===== src/snd_pkg.sv =====
package snd_pkg;

    // bus and audio widths
    typedef logic        [15:0] addr_t;     // sound cpu address
    typedef logic        [ 7:0] byte_t;     // bus data, latch, rom byte
    typedef logic        [15:0] pcm_addr_t; // {bank, offset}
    typedef logic signed [15:0] audio_t;
    typedef logic signed [ 7:0] pcm_smp_t;  // rom byte - 128
    typedef logic        [ 7:0] gain_t;     // 4.4 fixed point
    typedef logic        [ 2:0] rate_t;
    typedef logic        [ 3:0] bank_t;

    // command byte written to port 0x80
    typedef struct packed {
        logic  run;  // bit 7, 0 stops playback
        bank_t bank; // 4 KB bank select
        rate_t rate; // ticks every rate+1 cen_pcm
    } pcm_cmd_t;

    // strobes from the bus master, one cycle each
    typedef struct packed {
        logic  mem_rd;
        logic  io_rd;
        logic  io_wr;
        addr_t addr;
        byte_t wdata;
    } bus_req_t;

    typedef enum logic [1:0] {
        PCM_IDLE,
        PCM_WAIT,
        PCM_FETCH
    } pcm_state_t;

    localparam gain_t FM_GAIN    = 8'h08;     // 0.5
    localparam gain_t PCM_GAIN   = 8'h08;
    localparam byte_t CMD_PORT   = 8'h80;     // matched on A[7:6]
    localparam byte_t LATCH_PORT = 8'hc0;     // matched on A[7:6]
    localparam addr_t LATCH_MEM  = 16'he800;  // matched on A[15:11]
    localparam byte_t END_BYTE   = 8'hff;
    localparam byte_t OPEN_BUS   = 8'hff;     // nothing selected

endpackage


===== src/snd_bus_decode.sv =====
`timescale 1ns/100ps

module snd_bus_decode (
    input  logic              clk,
    input  logic              arst_n,
    input  snd_pkg::bus_req_t req,
    input  snd_pkg::byte_t    latch,     // main cpu command
    input  logic              irqn,
    output snd_pkg::byte_t    rdata,
    output logic              ack,
    output logic              nmi_n,
    output snd_pkg::pcm_cmd_t pcm_cmd,
    output logic              cmd_wr
);

    logic latch_mem_hit;
    logic latch_io_hit;
    logic latch_rd;   // latch read this cycle, either space
    logic cmd_hit;    // io write to the pcm command port
    logic irqn_q;     // previous irqn
    logic irq_fall;

    assign latch_mem_hit = req.mem_rd && req.addr[15:11] == snd_pkg::LATCH_MEM[15:11];
    assign latch_io_hit  = req.io_rd && req.addr[7:6] == snd_pkg::LATCH_PORT[7:6];
    assign latch_rd      = latch_mem_hit || latch_io_hit;
    assign cmd_hit       = req.io_wr && req.addr[7:6] == snd_pkg::CMD_PORT[7:6]; // 80
    assign irq_fall      = irqn_q && !irqn;

    // read data and ack, one cycle after the strobe
    always_ff @(posedge clk or negedge arst_n) begin
        if (!arst_n) begin
            rdata <= snd_pkg::OPEN_BUS;
            ack   <= 1'b0;
        end else begin
            ack <= latch_rd;
            if (req.mem_rd || req.io_rd) begin
                rdata <= latch_rd ? latch : snd_pkg::OPEN_BUS; // unmapped reads float high
            end
        end
    end

    // command register for the pcm channel
    always_ff @(posedge clk or negedge arst_n) begin
        if (!arst_n) begin
            pcm_cmd <= '0;
            cmd_wr  <= 1'b0;
        end else begin
            cmd_wr <= cmd_hit;
            if (cmd_hit) begin
                pcm_cmd <= snd_pkg::pcm_cmd_t'(req.wdata);
            end
        end
    end

    // nmi flip-flop
    // falling irqn sets it, reading the latch clears it
    always_ff @(posedge clk or negedge arst_n) begin
        if (!arst_n) begin
            irqn_q <= 1'b1;
            nmi_n  <= 1'b1;
        end else begin
            irqn_q <= irqn;
            if (irq_fall) begin
                nmi_n <= 1'b0;   // set has priority
            end else if (latch_rd) begin
                nmi_n <= 1'b1;
            end
        end
    end

    // the bus master never overlaps strobes
    a_one_strobe : assert property (@(posedge clk) disable iff (!arst_n)
        $onehot0({req.mem_rd, req.io_rd, req.io_wr}));

endmodule


===== src/pcm_rate_timer.sv =====
`timescale 1ns/100ps

module pcm_rate_timer (
    input  logic           clk,
    input  logic           arst_n,
    input  logic           cen_pcm,
    input  logic           run,
    input  logic           start,
    input  snd_pkg::rate_t rate,
    output logic           tick
);

    snd_pkg::rate_t cnt;   // pulses left before the next tick

    // no tick in the reload cycle
    assign tick = run && cen_pcm && cnt == '0 && !start;

    always_ff @(posedge clk or negedge arst_n) begin
        if (!arst_n) begin
            cnt <= '0;
        end else if (start || tick) begin
            cnt <= rate;
        end else if (run && cen_pcm) begin
            cnt <= cnt - 1'b1;
        end
    end

    // start comes with the first run cycle, so a tick never lands there
    a_tick_run : assert property (@(posedge clk) disable iff (!arst_n)
        tick |-> $past(run));

endmodule


===== src/pcm_sample_fetch.sv =====
`timescale 1ns/100ps

module pcm_sample_fetch (
    input  logic               clk,
    input  logic               arst_n,
    input  logic               start,
    input  snd_pkg::bank_t     bank,
    input  logic               fetch,
    input  logic               silence,
    input  snd_pkg::byte_t     pcm_data,
    input  logic               pcm_ok,
    output snd_pkg::pcm_addr_t pcm_addr,
    output snd_pkg::pcm_smp_t  pcm_smp,
    output logic               fetch_done,
    output logic               at_end
);

    logic end_byte;
    logic last_ofs;   // offset 0xfff, bank exhausted

    assign end_byte   = pcm_data == snd_pkg::END_BYTE;
    assign last_ofs   = &pcm_addr[11:0];
    assign fetch_done = fetch && pcm_ok;   // pcm_ok outside a fetch is ignored
    assign at_end     = end_byte || last_ofs;

    // address counter, offset only
    always_ff @(posedge clk or negedge arst_n) begin
        if (!arst_n) begin
            pcm_addr <= '0;
        end else if (start) begin
            pcm_addr <= {bank, 12'h000};   // bank base
        end else if (fetch_done) begin
            pcm_addr[11:0] <= pcm_addr[11:0] + 1'b1;
        end
    end

    // unsigned rom byte to signed sample
    always_ff @(posedge clk or negedge arst_n) begin
        if (!arst_n) begin
            pcm_smp <= '0;
        end else if (silence) begin
            pcm_smp <= '0;
        end else if (fetch_done) begin
            pcm_smp <= end_byte ? '0 : {~pcm_data[7], pcm_data[6:0]}; // -128
        end
    end

    a_addr_hold : assert property (@(posedge clk) disable iff (!arst_n)
        fetch && !pcm_ok ##1 fetch |-> $stable(pcm_addr));

endmodule


===== src/pcm_ctrl_fsm.sv =====
`timescale 1ns/100ps

module pcm_ctrl_fsm (
    input  logic              clk,
    input  logic              arst_n,
    input  logic              cmd_wr,
    input  snd_pkg::pcm_cmd_t pcm_cmd,
    input  logic              tick,       // from rate timer
    input  logic              fetch_done, // byte accepted
    input  logic              at_end,
    output logic              run,
    output logic              start,
    output logic              fetch,      // drives pcm_cs
    output logic              silence
);

    snd_pkg::pcm_state_t state;
    snd_pkg::pcm_state_t next;

    always_comb begin
        next = state;
        if (cmd_wr) begin
            // a command wins over anything in flight
            next = pcm_cmd.run ? snd_pkg::PCM_WAIT : snd_pkg::PCM_IDLE;
        end else begin
            unique case (state)
                snd_pkg::PCM_IDLE:  next = snd_pkg::PCM_IDLE;
                snd_pkg::PCM_WAIT:  if (tick) next = snd_pkg::PCM_FETCH;
                snd_pkg::PCM_FETCH: begin
                    if (fetch_done) begin
                        next = at_end ? snd_pkg::PCM_IDLE : snd_pkg::PCM_WAIT;
                    end               // late ticks are lost here
                end
                default:            next = snd_pkg::PCM_IDLE;
            endcase
        end
    end

    // outputs registered from the next state
    always_ff @(posedge clk or negedge arst_n) begin
        if (!arst_n) begin
            state   <= snd_pkg::PCM_IDLE;
            run     <= 1'b0;
            fetch   <= 1'b0;
            start   <= 1'b0;
            silence <= 1'b0;
        end else begin
            state   <= next;
            run     <= next != snd_pkg::PCM_IDLE;
            fetch   <= next == snd_pkg::PCM_FETCH;
            start   <= cmd_wr && pcm_cmd.run;   // reload timer and address
            silence <= cmd_wr && !pcm_cmd.run;  // stop mutes at once
        end
    end

    // a late pcm_ok after a stop must not count as a byte
    a_done_in_fetch : assert property (@(posedge clk) disable iff (!arst_n)
        fetch_done |-> state == snd_pkg::PCM_FETCH);

endmodule


===== src/snd_mixer.sv =====
`timescale 1ns/100ps

module snd_mixer (
    input  logic              clk,
    input  logic              arst_n,
    input  snd_pkg::audio_t   fm_left,
    input  snd_pkg::audio_t   fm_right,
    input  snd_pkg::pcm_smp_t pcm_smp,
    output snd_pkg::audio_t   snd,
    output logic              peak
);

    logic signed [15:0] pcm_ext;  // pcm scaled to 16 bits
    logic signed [24:0] mul_l;
    logic signed [24:0] mul_r;
    logic signed [24:0] mul_p;
    logic signed [26:0] sum;      // room for three products
    logic signed [22:0] scaled;   // after the 4.4 shift
    logic               over;
    snd_pkg::audio_t    sat;

    assign pcm_ext = {pcm_smp, 8'h00};

    // gains with a zero sign bit
    assign mul_l = fm_left * $signed({1'b0, snd_pkg::FM_GAIN});
    assign mul_r = fm_right * $signed({1'b0, snd_pkg::FM_GAIN});
    assign mul_p = pcm_ext * $signed({1'b0, snd_pkg::PCM_GAIN});
    assign sum   = mul_l + mul_r + mul_p;

    assign scaled = sum[26:4];   // drop the fraction

    // top bits must all match the sign to fit in 16
    assign over = !(&scaled[22:15] || ~|scaled[22:15]);

    always_comb begin
        if (over) begin
            sat = scaled[22] ? 16'sh8000 : 16'sh7fff;   // clip to full scale
        end else begin
            sat = scaled[15:0];
        end
    end

    always_ff @(posedge clk or negedge arst_n) begin
        if (!arst_n) begin
            snd  <= '0;
            peak <= 1'b0;
        end else begin
            snd  <= sat;
            peak <= over;   // one cycle per clipped sample
        end
    end

endmodule


===== src/snd_top.sv =====
`timescale 1ns/100ps

module snd_top (
    input  logic               clk,
    input  logic               arst_n,
    // bus master side
    input  snd_pkg::bus_req_t  req,
    input  snd_pkg::byte_t     latch,
    input  logic               irqn,
    output snd_pkg::byte_t     rdata,
    output logic               ack,
    output logic               nmi_n,
    // pcm rom
    input  logic               cen_pcm,
    output snd_pkg::pcm_addr_t pcm_addr,
    output logic               pcm_cs,
    input  snd_pkg::byte_t     pcm_data,
    input  logic               pcm_ok,
    // audio
    input  snd_pkg::audio_t    fm_left,
    input  snd_pkg::audio_t    fm_right,
    output snd_pkg::audio_t    snd,
    output logic               peak
);

    snd_pkg::pcm_cmd_t pcm_cmd;
    snd_pkg::pcm_smp_t pcm_smp;
    logic              cmd_wr;
    logic              tick;
    logic              fetch_done;
    logic              at_end;
    logic              run;
    logic              start;
    logic              silence;

    snd_bus_decode u_decode (
        .clk     ( clk     ),
        .arst_n  ( arst_n  ),
        .req     ( req     ),
        .latch   ( latch   ),
        .irqn    ( irqn    ),
        .rdata   ( rdata   ),
        .ack     ( ack     ),
        .nmi_n   ( nmi_n   ),
        .pcm_cmd ( pcm_cmd ),
        .cmd_wr  ( cmd_wr  )
    );

    pcm_ctrl_fsm u_fsm (
        .clk        ( clk        ),
        .arst_n     ( arst_n     ),
        .cmd_wr     ( cmd_wr     ),
        .pcm_cmd    ( pcm_cmd    ),
        .tick       ( tick       ),
        .fetch_done ( fetch_done ),
        .at_end     ( at_end     ),
        .run        ( run        ),
        .start      ( start      ),
        .fetch      ( pcm_cs     ),  // fetch request is the rom select
        .silence    ( silence    )
    );

    pcm_rate_timer u_timer (
        .clk     ( clk          ),
        .arst_n  ( arst_n       ),
        .cen_pcm ( cen_pcm      ),
        .run     ( run          ),
        .start   ( start        ),
        .rate    ( pcm_cmd.rate ),
        .tick    ( tick         )
    );

    pcm_sample_fetch u_fetch (
        .clk        ( clk          ),
        .arst_n     ( arst_n       ),
        .start      ( start        ),
        .bank       ( pcm_cmd.bank ),
        .fetch      ( pcm_cs       ),
        .silence    ( silence      ),
        .pcm_data   ( pcm_data     ),
        .pcm_ok     ( pcm_ok       ),
        .pcm_addr   ( pcm_addr     ),
        .pcm_smp    ( pcm_smp      ),
        .fetch_done ( fetch_done   ),
        .at_end     ( at_end       )
    );

    snd_mixer u_mixer (
        .clk      ( clk      ),
        .arst_n   ( arst_n   ),
        .fm_left  ( fm_left  ),
        .fm_right ( fm_right ),
        .pcm_smp  ( pcm_smp  ),
        .snd      ( snd      ),
        .peak     ( peak     )
    );

endmodule


===== config.mk =====
export PLATFORM = sky130hd
export DESIGN_NAME = snd_top
export DESIGN_NICKNAME = d
export VERILOG_FILES = /design/src/snd_pkg.sv /design/src/snd_bus_decode.sv /design/src/pcm_rate_timer.sv /design/src/pcm_sample_fetch.sv /design/src/pcm_ctrl_fsm.sv /design/src/snd_mixer.sv /design/src/snd_top.sv
export SDC_FILE = /design/constraint.sdc
export NUM_CORES = 1
export LEC_CHECK = 0
export ABC_CLOCK_PERIOD_IN_PS = 3800
export BUFFER_PORTS_ARGS = -buffer_cell sky130_fd_sc_hd__buf_4
export CAP_MARGIN = 5
export CORE_MARGIN = 2
export CORE_UTILIZATION = 50
export CTS_BUF_LIST = sky130_fd_sc_hd__clkbuf_8
export DETAILED_ROUTE_END_ITERATION = 16
export PLACE_DENSITY = 0.73
export SYNTH_ARGS = -nofsm -noshare
export SYNTH_HDL_FRONTEND = slang
export SYNTH_HIERARCHICAL = 1
export SYNTH_SLANG_ARGS = --single-unit

===== constraint.sdc =====
create_clock -name clk -period 3.8 [get_ports clk]
set_clock_uncertainty 0.15 [all_clocks]
set_input_delay 0.38 -clock clk [delete_from_list [all_inputs] [get_ports clk]]
set_output_delay 0.38 -clock clk [all_outputs]
set_load 0.01 [all_outputs]

======== After elaboration in Yosys (flattened, before gate mapping) ========
Index checks and enable logic that the tools add are counted.
word-level totals
  input bits .............................. 80
  register bits ........................... 70
  logic and storage cells ................. 78
  output and inout port bits .............. 44
cells by class
  eq/ne operators ......................... 7
  add/sub/neg operators ................... 4
  bitwise logic cells ..................... 1
  reduce and logical (&&, ||, !) cells .... 29
  muxes and demuxes ....................... 18
operators with widths
  cell                                                                    number
  16-bit 2-to-1 mux                                                       2
  8-bit 2-to-1 mux                                                        4
  12-bit 2-to-1 mux                                                       2
  20-bit by 19-bit adder with 21-bit output                               1
  19-bit by 19-bit adder with 20-bit output                               1
  12-bit by 1-bit adder with 12-bit output (second input constant)        1
  12-bit AND reduction                                                    1
  1-bit logical AND                                                       10
  2-bit nonzero test                                                      5
  2-bit equality test (second input constant)                             4
  8-bit equality test (second input constant)                             1
  8-bit AND reduction                                                     1
  8-bit OR reduction                                                      1
  2-bit 2-to-1 mux                                                        3
  3-bit 2-to-1 mux                                                        2
  5-bit equality test (second input constant)                             1
  1-bit zero test                                                         5
  1-bit logical OR                                                        5
  1-bit 2-to-1 mux                                                        4
  2-bit case mux with 2 select lines                                      1
  3-bit zero test                                                         1
  3-bit by 1-bit subtractor with 3-bit output (second input constant)     1
  2-bit by 1-bit equality test with 1-bit output (second input constant)  1
  1-bit NOT                                                               1

======== Depth between registers and ports, before layout ========
  depth in word-level cells ............... 7
  depth in mapped cells ................... 12
  depth with buffers taken out ............ 10

======== Modules after synthesis ========
The synthesis kept the hierarchy.
by module, submodules not included
  module            times used  sequential area each (µm²)  area each (µm²)  cells an instance
  snd_mixer         1           425.4                       2298.5           250
  pcm_sample_fetch  1           600.6                       1107.3           106
  snd_bus_decode    1           513.0                       764.5            47
  pcm_ctrl_fsm      1           150.1                       289.0            24
  pcm_rate_timer    1           75.1                        231.5            26

======== Worst setup path before layout ========
No wires, ideal clock.
  path kind ............................... input to register
  start point ............................. input port fm_left[14]
  end point ............................... register u_mixer.snd[0]
  setup time .............................. 0.125 ns
  data arrival time ....................... 2.675 ns
  cell stages on the path ................. 8
  required time ........................... 3.525 ns
  path slack .............................. 0.850 ns
  path buffers ............................ 0
  path through ............................ fa_1 ha_1 a21oi_4 nor2b_2 o41ai_4 nand3_1 maj3_2 mux2_4
between the ends
  word-level cells in the longest chain between the ends .. 6
  elaborated cells on any way between the ends .. 8
  those cells by class .................... 2 x add/sub; 2 x mux; 4 x reduce/logical
RTL lines
  element                                        line             source
  start: declaration                             snd_top.sv:20    input snd_pkg::audio_t fm_left,
  19-bit by 19-bit adder with 20-bit output (*)  snd_mixer.sv:28  assign sum = mul_l + mul_r + mul_p;
  20-bit by 19-bit adder with 21-bit output (*)  snd_mixer.sv:28
  8-bit OR reduction                             snd_mixer.sv:33  assign over = !(&scaled[22:15] || ~|scaled[22:15]);
  1-bit zero test                                snd_mixer.sv:33
  1-bit logical OR                               snd_mixer.sv:33
  16-bit 2-to-1 mux (*)                          snd_mixer.sv:36  if (over) begin
  named net u_mixer.sat[0]                       snd_mixer.sv:20  snd_pkg::audio_t sat;
  end signal: assignment                         snd_mixer.sv:48  snd <= sat;
  end: declaration                               snd_mixer.sv:9   output snd_pkg::audio_t snd,
Mark *: on every way through the listed nets, which the timed path passes. The rest lies on a longest branch.
A chain may end at the register's enable or synchronous reset.

======== Final worst setup path ========
  start point ............................. register u_fetch.pcm_smp[3]
  end point ............................... register u_mixer.snd[0]
between the ends
  word-level cells in the longest chain between the ends .. 5
  elaborated cells on any way between the ends .. 7
  those cells by class .................... 1 x add/sub; 2 x mux; 4 x reduce/logical
RTL lines
  element                                        line                    source
  start: declaration                             pcm_sample_fetch.sv:13  output snd_pkg::pcm_smp_t pcm_smp,
  start signal: assignment                       pcm_sample_fetch.sv:44  pcm_smp <= end_byte ? '0 : {~pcm_data[7], pcm_data[6:0]};
  20-bit by 19-bit adder with 21-bit output (*)  snd_mixer.sv:28
  8-bit OR reduction                             snd_mixer.sv:33
  1-bit zero test                                snd_mixer.sv:33
  1-bit logical OR                               snd_mixer.sv:33
  16-bit 2-to-1 mux (*)                          snd_mixer.sv:36
  named net u_mixer.sat[0]                       snd_mixer.sv:20
Marked as above.

==> metrics <==
status finished with violations; failing checks hold timing; top cells by area, synth dfrtp_1 (32%), ha_1 (7.5%), dfstp_2 (5.6%); DP Wirelength 8.10 mm; Post-Syn Nets 570; startpoint types register; RSZ-0062 raised after global routing false; core box area 0.00915 sq mm; All-Layer GR Usage 0.221; Initial Util 0.513; total clock sinks 70; Final Hold Vio Count 55; Compound-Gate Fraction of Synth Area 0.201; CP Data Arrival Time 3.40 ns; post-DR wirelength/cell 15.7 um; VDD IR max 0.241 mV; Main synth FF type dfrtp_1; max_cap viols 0; crit path time final 3.30 ns; total of warnings raised by yosys 6; Critical Path RT 3.90 ns; largest net degree at the start of global routing 71; vias post-DR 3,860; Syn Inst Count 453; Initial DRC Count 178; CP Capture Type register; leading area contributor after synthesis dfrtp_1; worst-path fanout max 20; total I/O pin count 124; RePlAce Congestion 0.869; Die ar. 0.0102 sq mm; reg2reg setup slack 0.50 ns; Post-CTS Setup Repair Bufs 0; synthesized area 0.00469 sq mm; ANT nets after route 0; initial antenna violation count 0; Longest Clk Path Bufs 2; first-pass GRT wire length 17.9 mm; Synth top area share 0.320; Max Clock Freq 0.303 GHz; Final TNS setup 0 ns; post-synthesis mux area share 0.0501; routed vias/inst 5.70; CTS resizes 0; non-filler instance count after layout 677; critical path class register to register; clock latency on the worst-skew pair 0.36 ns; fin nets 678; Num CTS Buffers 9; largest family of logic cells by synthesized area compound AO/OA/AOI/OAI gates; Post-CTS Hold Buffers 1; Seq/Total Area, Yosys 0.376; die width 101 um; actual slew at the worst max-slew pin 0.847 ns; Power Dens Cells 416 mW/mm^2; r2r endpoint u_mixer/snd[0]$_DFF_PN0_; Core Rows 35; Post-Synth Simple-Gate Area 0.148; dpl cells 660; endpoints failing setup 0; XOR/XNOR share of the synthesized area 0.0299; Layout area overhead 22.6%; antenna cells 0; I/O Buffers 114; die height 101 um; H-tree depth 3; Tcrit/Tclk final 0.869; fin. max-slew vios 0; synthesized area per cell 10.4 sq um; Synth async-reset ratio 1.00; LEAKAGE 0.00269 uW; Clock transition at path regs 0.09 ns; R2R cell count 8; # DRC 0; number of flops mapped to enable cells by yosys 0; FF-to-FF Start u_fetch/pcm_smp[3]$_DFFE_PN0P_; share of cells above drive strength 1 0.345; clk root buf clkbuf_8; worst hold path class primary input to async pin; grt total ovfl 0; vias in the first global route 3,864; CTS tree built; Distinct cells, synth 76; area share of fa/ha/maj cells after synthesis 0.146; final WL 10.6 mm; Slew HR 0.435; number of synthesized register bits 70; Pre-Repair DR Iteration Count 4; worst hold margin -0.0342 ns
==> critical path, cell delays in order (launching register included) <==
cell and delay, ns:
dfrtp_1 0.40, fa_1 0.45, ha_1 0.52, nand4_1 0.20, a211oi_2 0.34, a22oi_2 0.17, o21a_2 0.36, maj3_2 0.34
mux2_4 0.25
==> Yosys cell counts, types with 4 or more instances <==
cell	instances
mux2_2	12
o22a_2	8
nand4_1	8
mux2i_1	7
dfrtp_1	60
o211ai_1	9
buf_6	4
ha_1	28
nor3_1	8
nor2b_1	4
a21o_1	7
xnor2_1	5
a21oi_1	35
xor2_1	11
clkbuf_1	6
maj3_1	11
maj3_2	4
o22a_1	4
fa_1	9
nor2_1	23
inv_1	22
o21ai_0	25
and3_1	6
nand2_1	29
dfstp_2	10
nand3_1	15
==> routing by layer <==
layer	share of wire	up-vias	track usage	wire (um)
met5	0	-	0	0
met4	0.016	0	0.0843	165
met3	0.048	13	0.0437	512
met2	0.49	107	0.356	5150
met1	0.45	1857	0.295	4780
li1	-	1883	-	-
==> flip-flops by register name, indices dropped and copies added (netlist names), 2 cells and up <==
signal,flops
u_fetch/pcm_smp,8
u_fetch/pcm_addr,16
u_decode/rdata,8
u_timer/cnt,3
u_mixer/snd,16
u_fsm/state,2
u_decode/pcm_cmd,8
==> how the worst max path moves through the flow <==
stage                                        start                  endpoint  slack [ns]  cells after the start
floorplan                              fm_left[14]  u_mixer/snd[0]$_DFF_PN0_        0.85                      8
global placement                       fm_left[11]  u_mixer/snd[1]$_DFF_PN0_        0.47                      9
global route        u_fetch/pcm_smp[3]$_DFFE_PN0P_  u_mixer/snd[0]$_DFF_PN0_        0.36                      8
finish              u_fetch/pcm_smp[3]$_DFFE_PN0P_  u_mixer/snd[0]$_DFF_PN0_        0.50                      8
detailed placement                     fm_left[12]  u_mixer/snd[0]$_DFF_PN0_        0.43                      9
CTS                 u_fetch/pcm_smp[3]$_DFFE_PN0P_  u_mixer/snd[0]$_DFF_PN0_        0.57                      8
==> power breakdown <==
part / internal [uW] / leakage (uW) / switching, uW
Sequential: 873 / 0.000868 / 52.6
Clock: 250 / 0.0000863 / 323
Combinational: 444 / 0.00174 / 450
Total: 1570 / 0.00269 / 825
==> metrics by stage <==
| stage | worst slack (ns) | util | power, uW | instance area, sq um | hold WS (ns) |
|---|---|---|---|---|---|
| global route | 0.362 | 0.628 | 2550 | 5750 | 0.0349 |
| global placement | 0.473 | 0.607 | 1800 | 5550 | 0.299 |
| finish | 0.497 | 0.628 | 2390 | 5750 | -0.0342 |
| floorplan | 0.850 | - | 1520 | 4690 | -0.0656 |
| CTS | 0.572 | 0.628 | 2420 | 5750 | 0.00579 |
| detailed placement | 0.427 | 0.607 | 1830 | 5550 | 0.304 |
==> cell type report <==
cell class	count	area [sq um]
clock buffer	9	124
clock inverter	7	62.6
fill	745	3400
inverter	22	82.6
multi-input combinational	341	2700
sequential	70	1760
tap	111	139
timing repair buffer	117	881
==> logic make-up (layout without fill, tap and decap cells) <==
family / after synthesis / in the layout
XOR/XNOR: 16 / 16
multiplexers: 21 / 21
buffers and inverters: 42 / 155
AND/OR/NAND/NOR: 123 / 123
adder cells (fa/ha/maj): 52 / 52
AO/OA/AOI/OAI: 129 / 129
flip-flops: 70 / 70
==> cell usage in the layout, fill, tap and decap left out, types with 6 or more instances in the layout <==
cell,Yosys,routed
mux2i_1,7,7
dfstp_2,10,10
clkbuf_8,3,9
o211ai_1,9,9
nand4_1,8,8
and3_1,6,6
o22a_2,8,8
ha_1,28,28
dfrtp_1,60,60
buf_4,2,116
a21oi_1,35,35
fa_1,9,9
nand2_1,29,29
nand3_1,15,15
mux2_2,12,12
a21o_1,7,7
inv_1,22,22
o21ai_0,25,25
nor3_1,8,8
maj3_1,11,11
xor2_1,11,11
nor2_1,23,23
No activity file was read; power rests on OpenSTA's default activity.
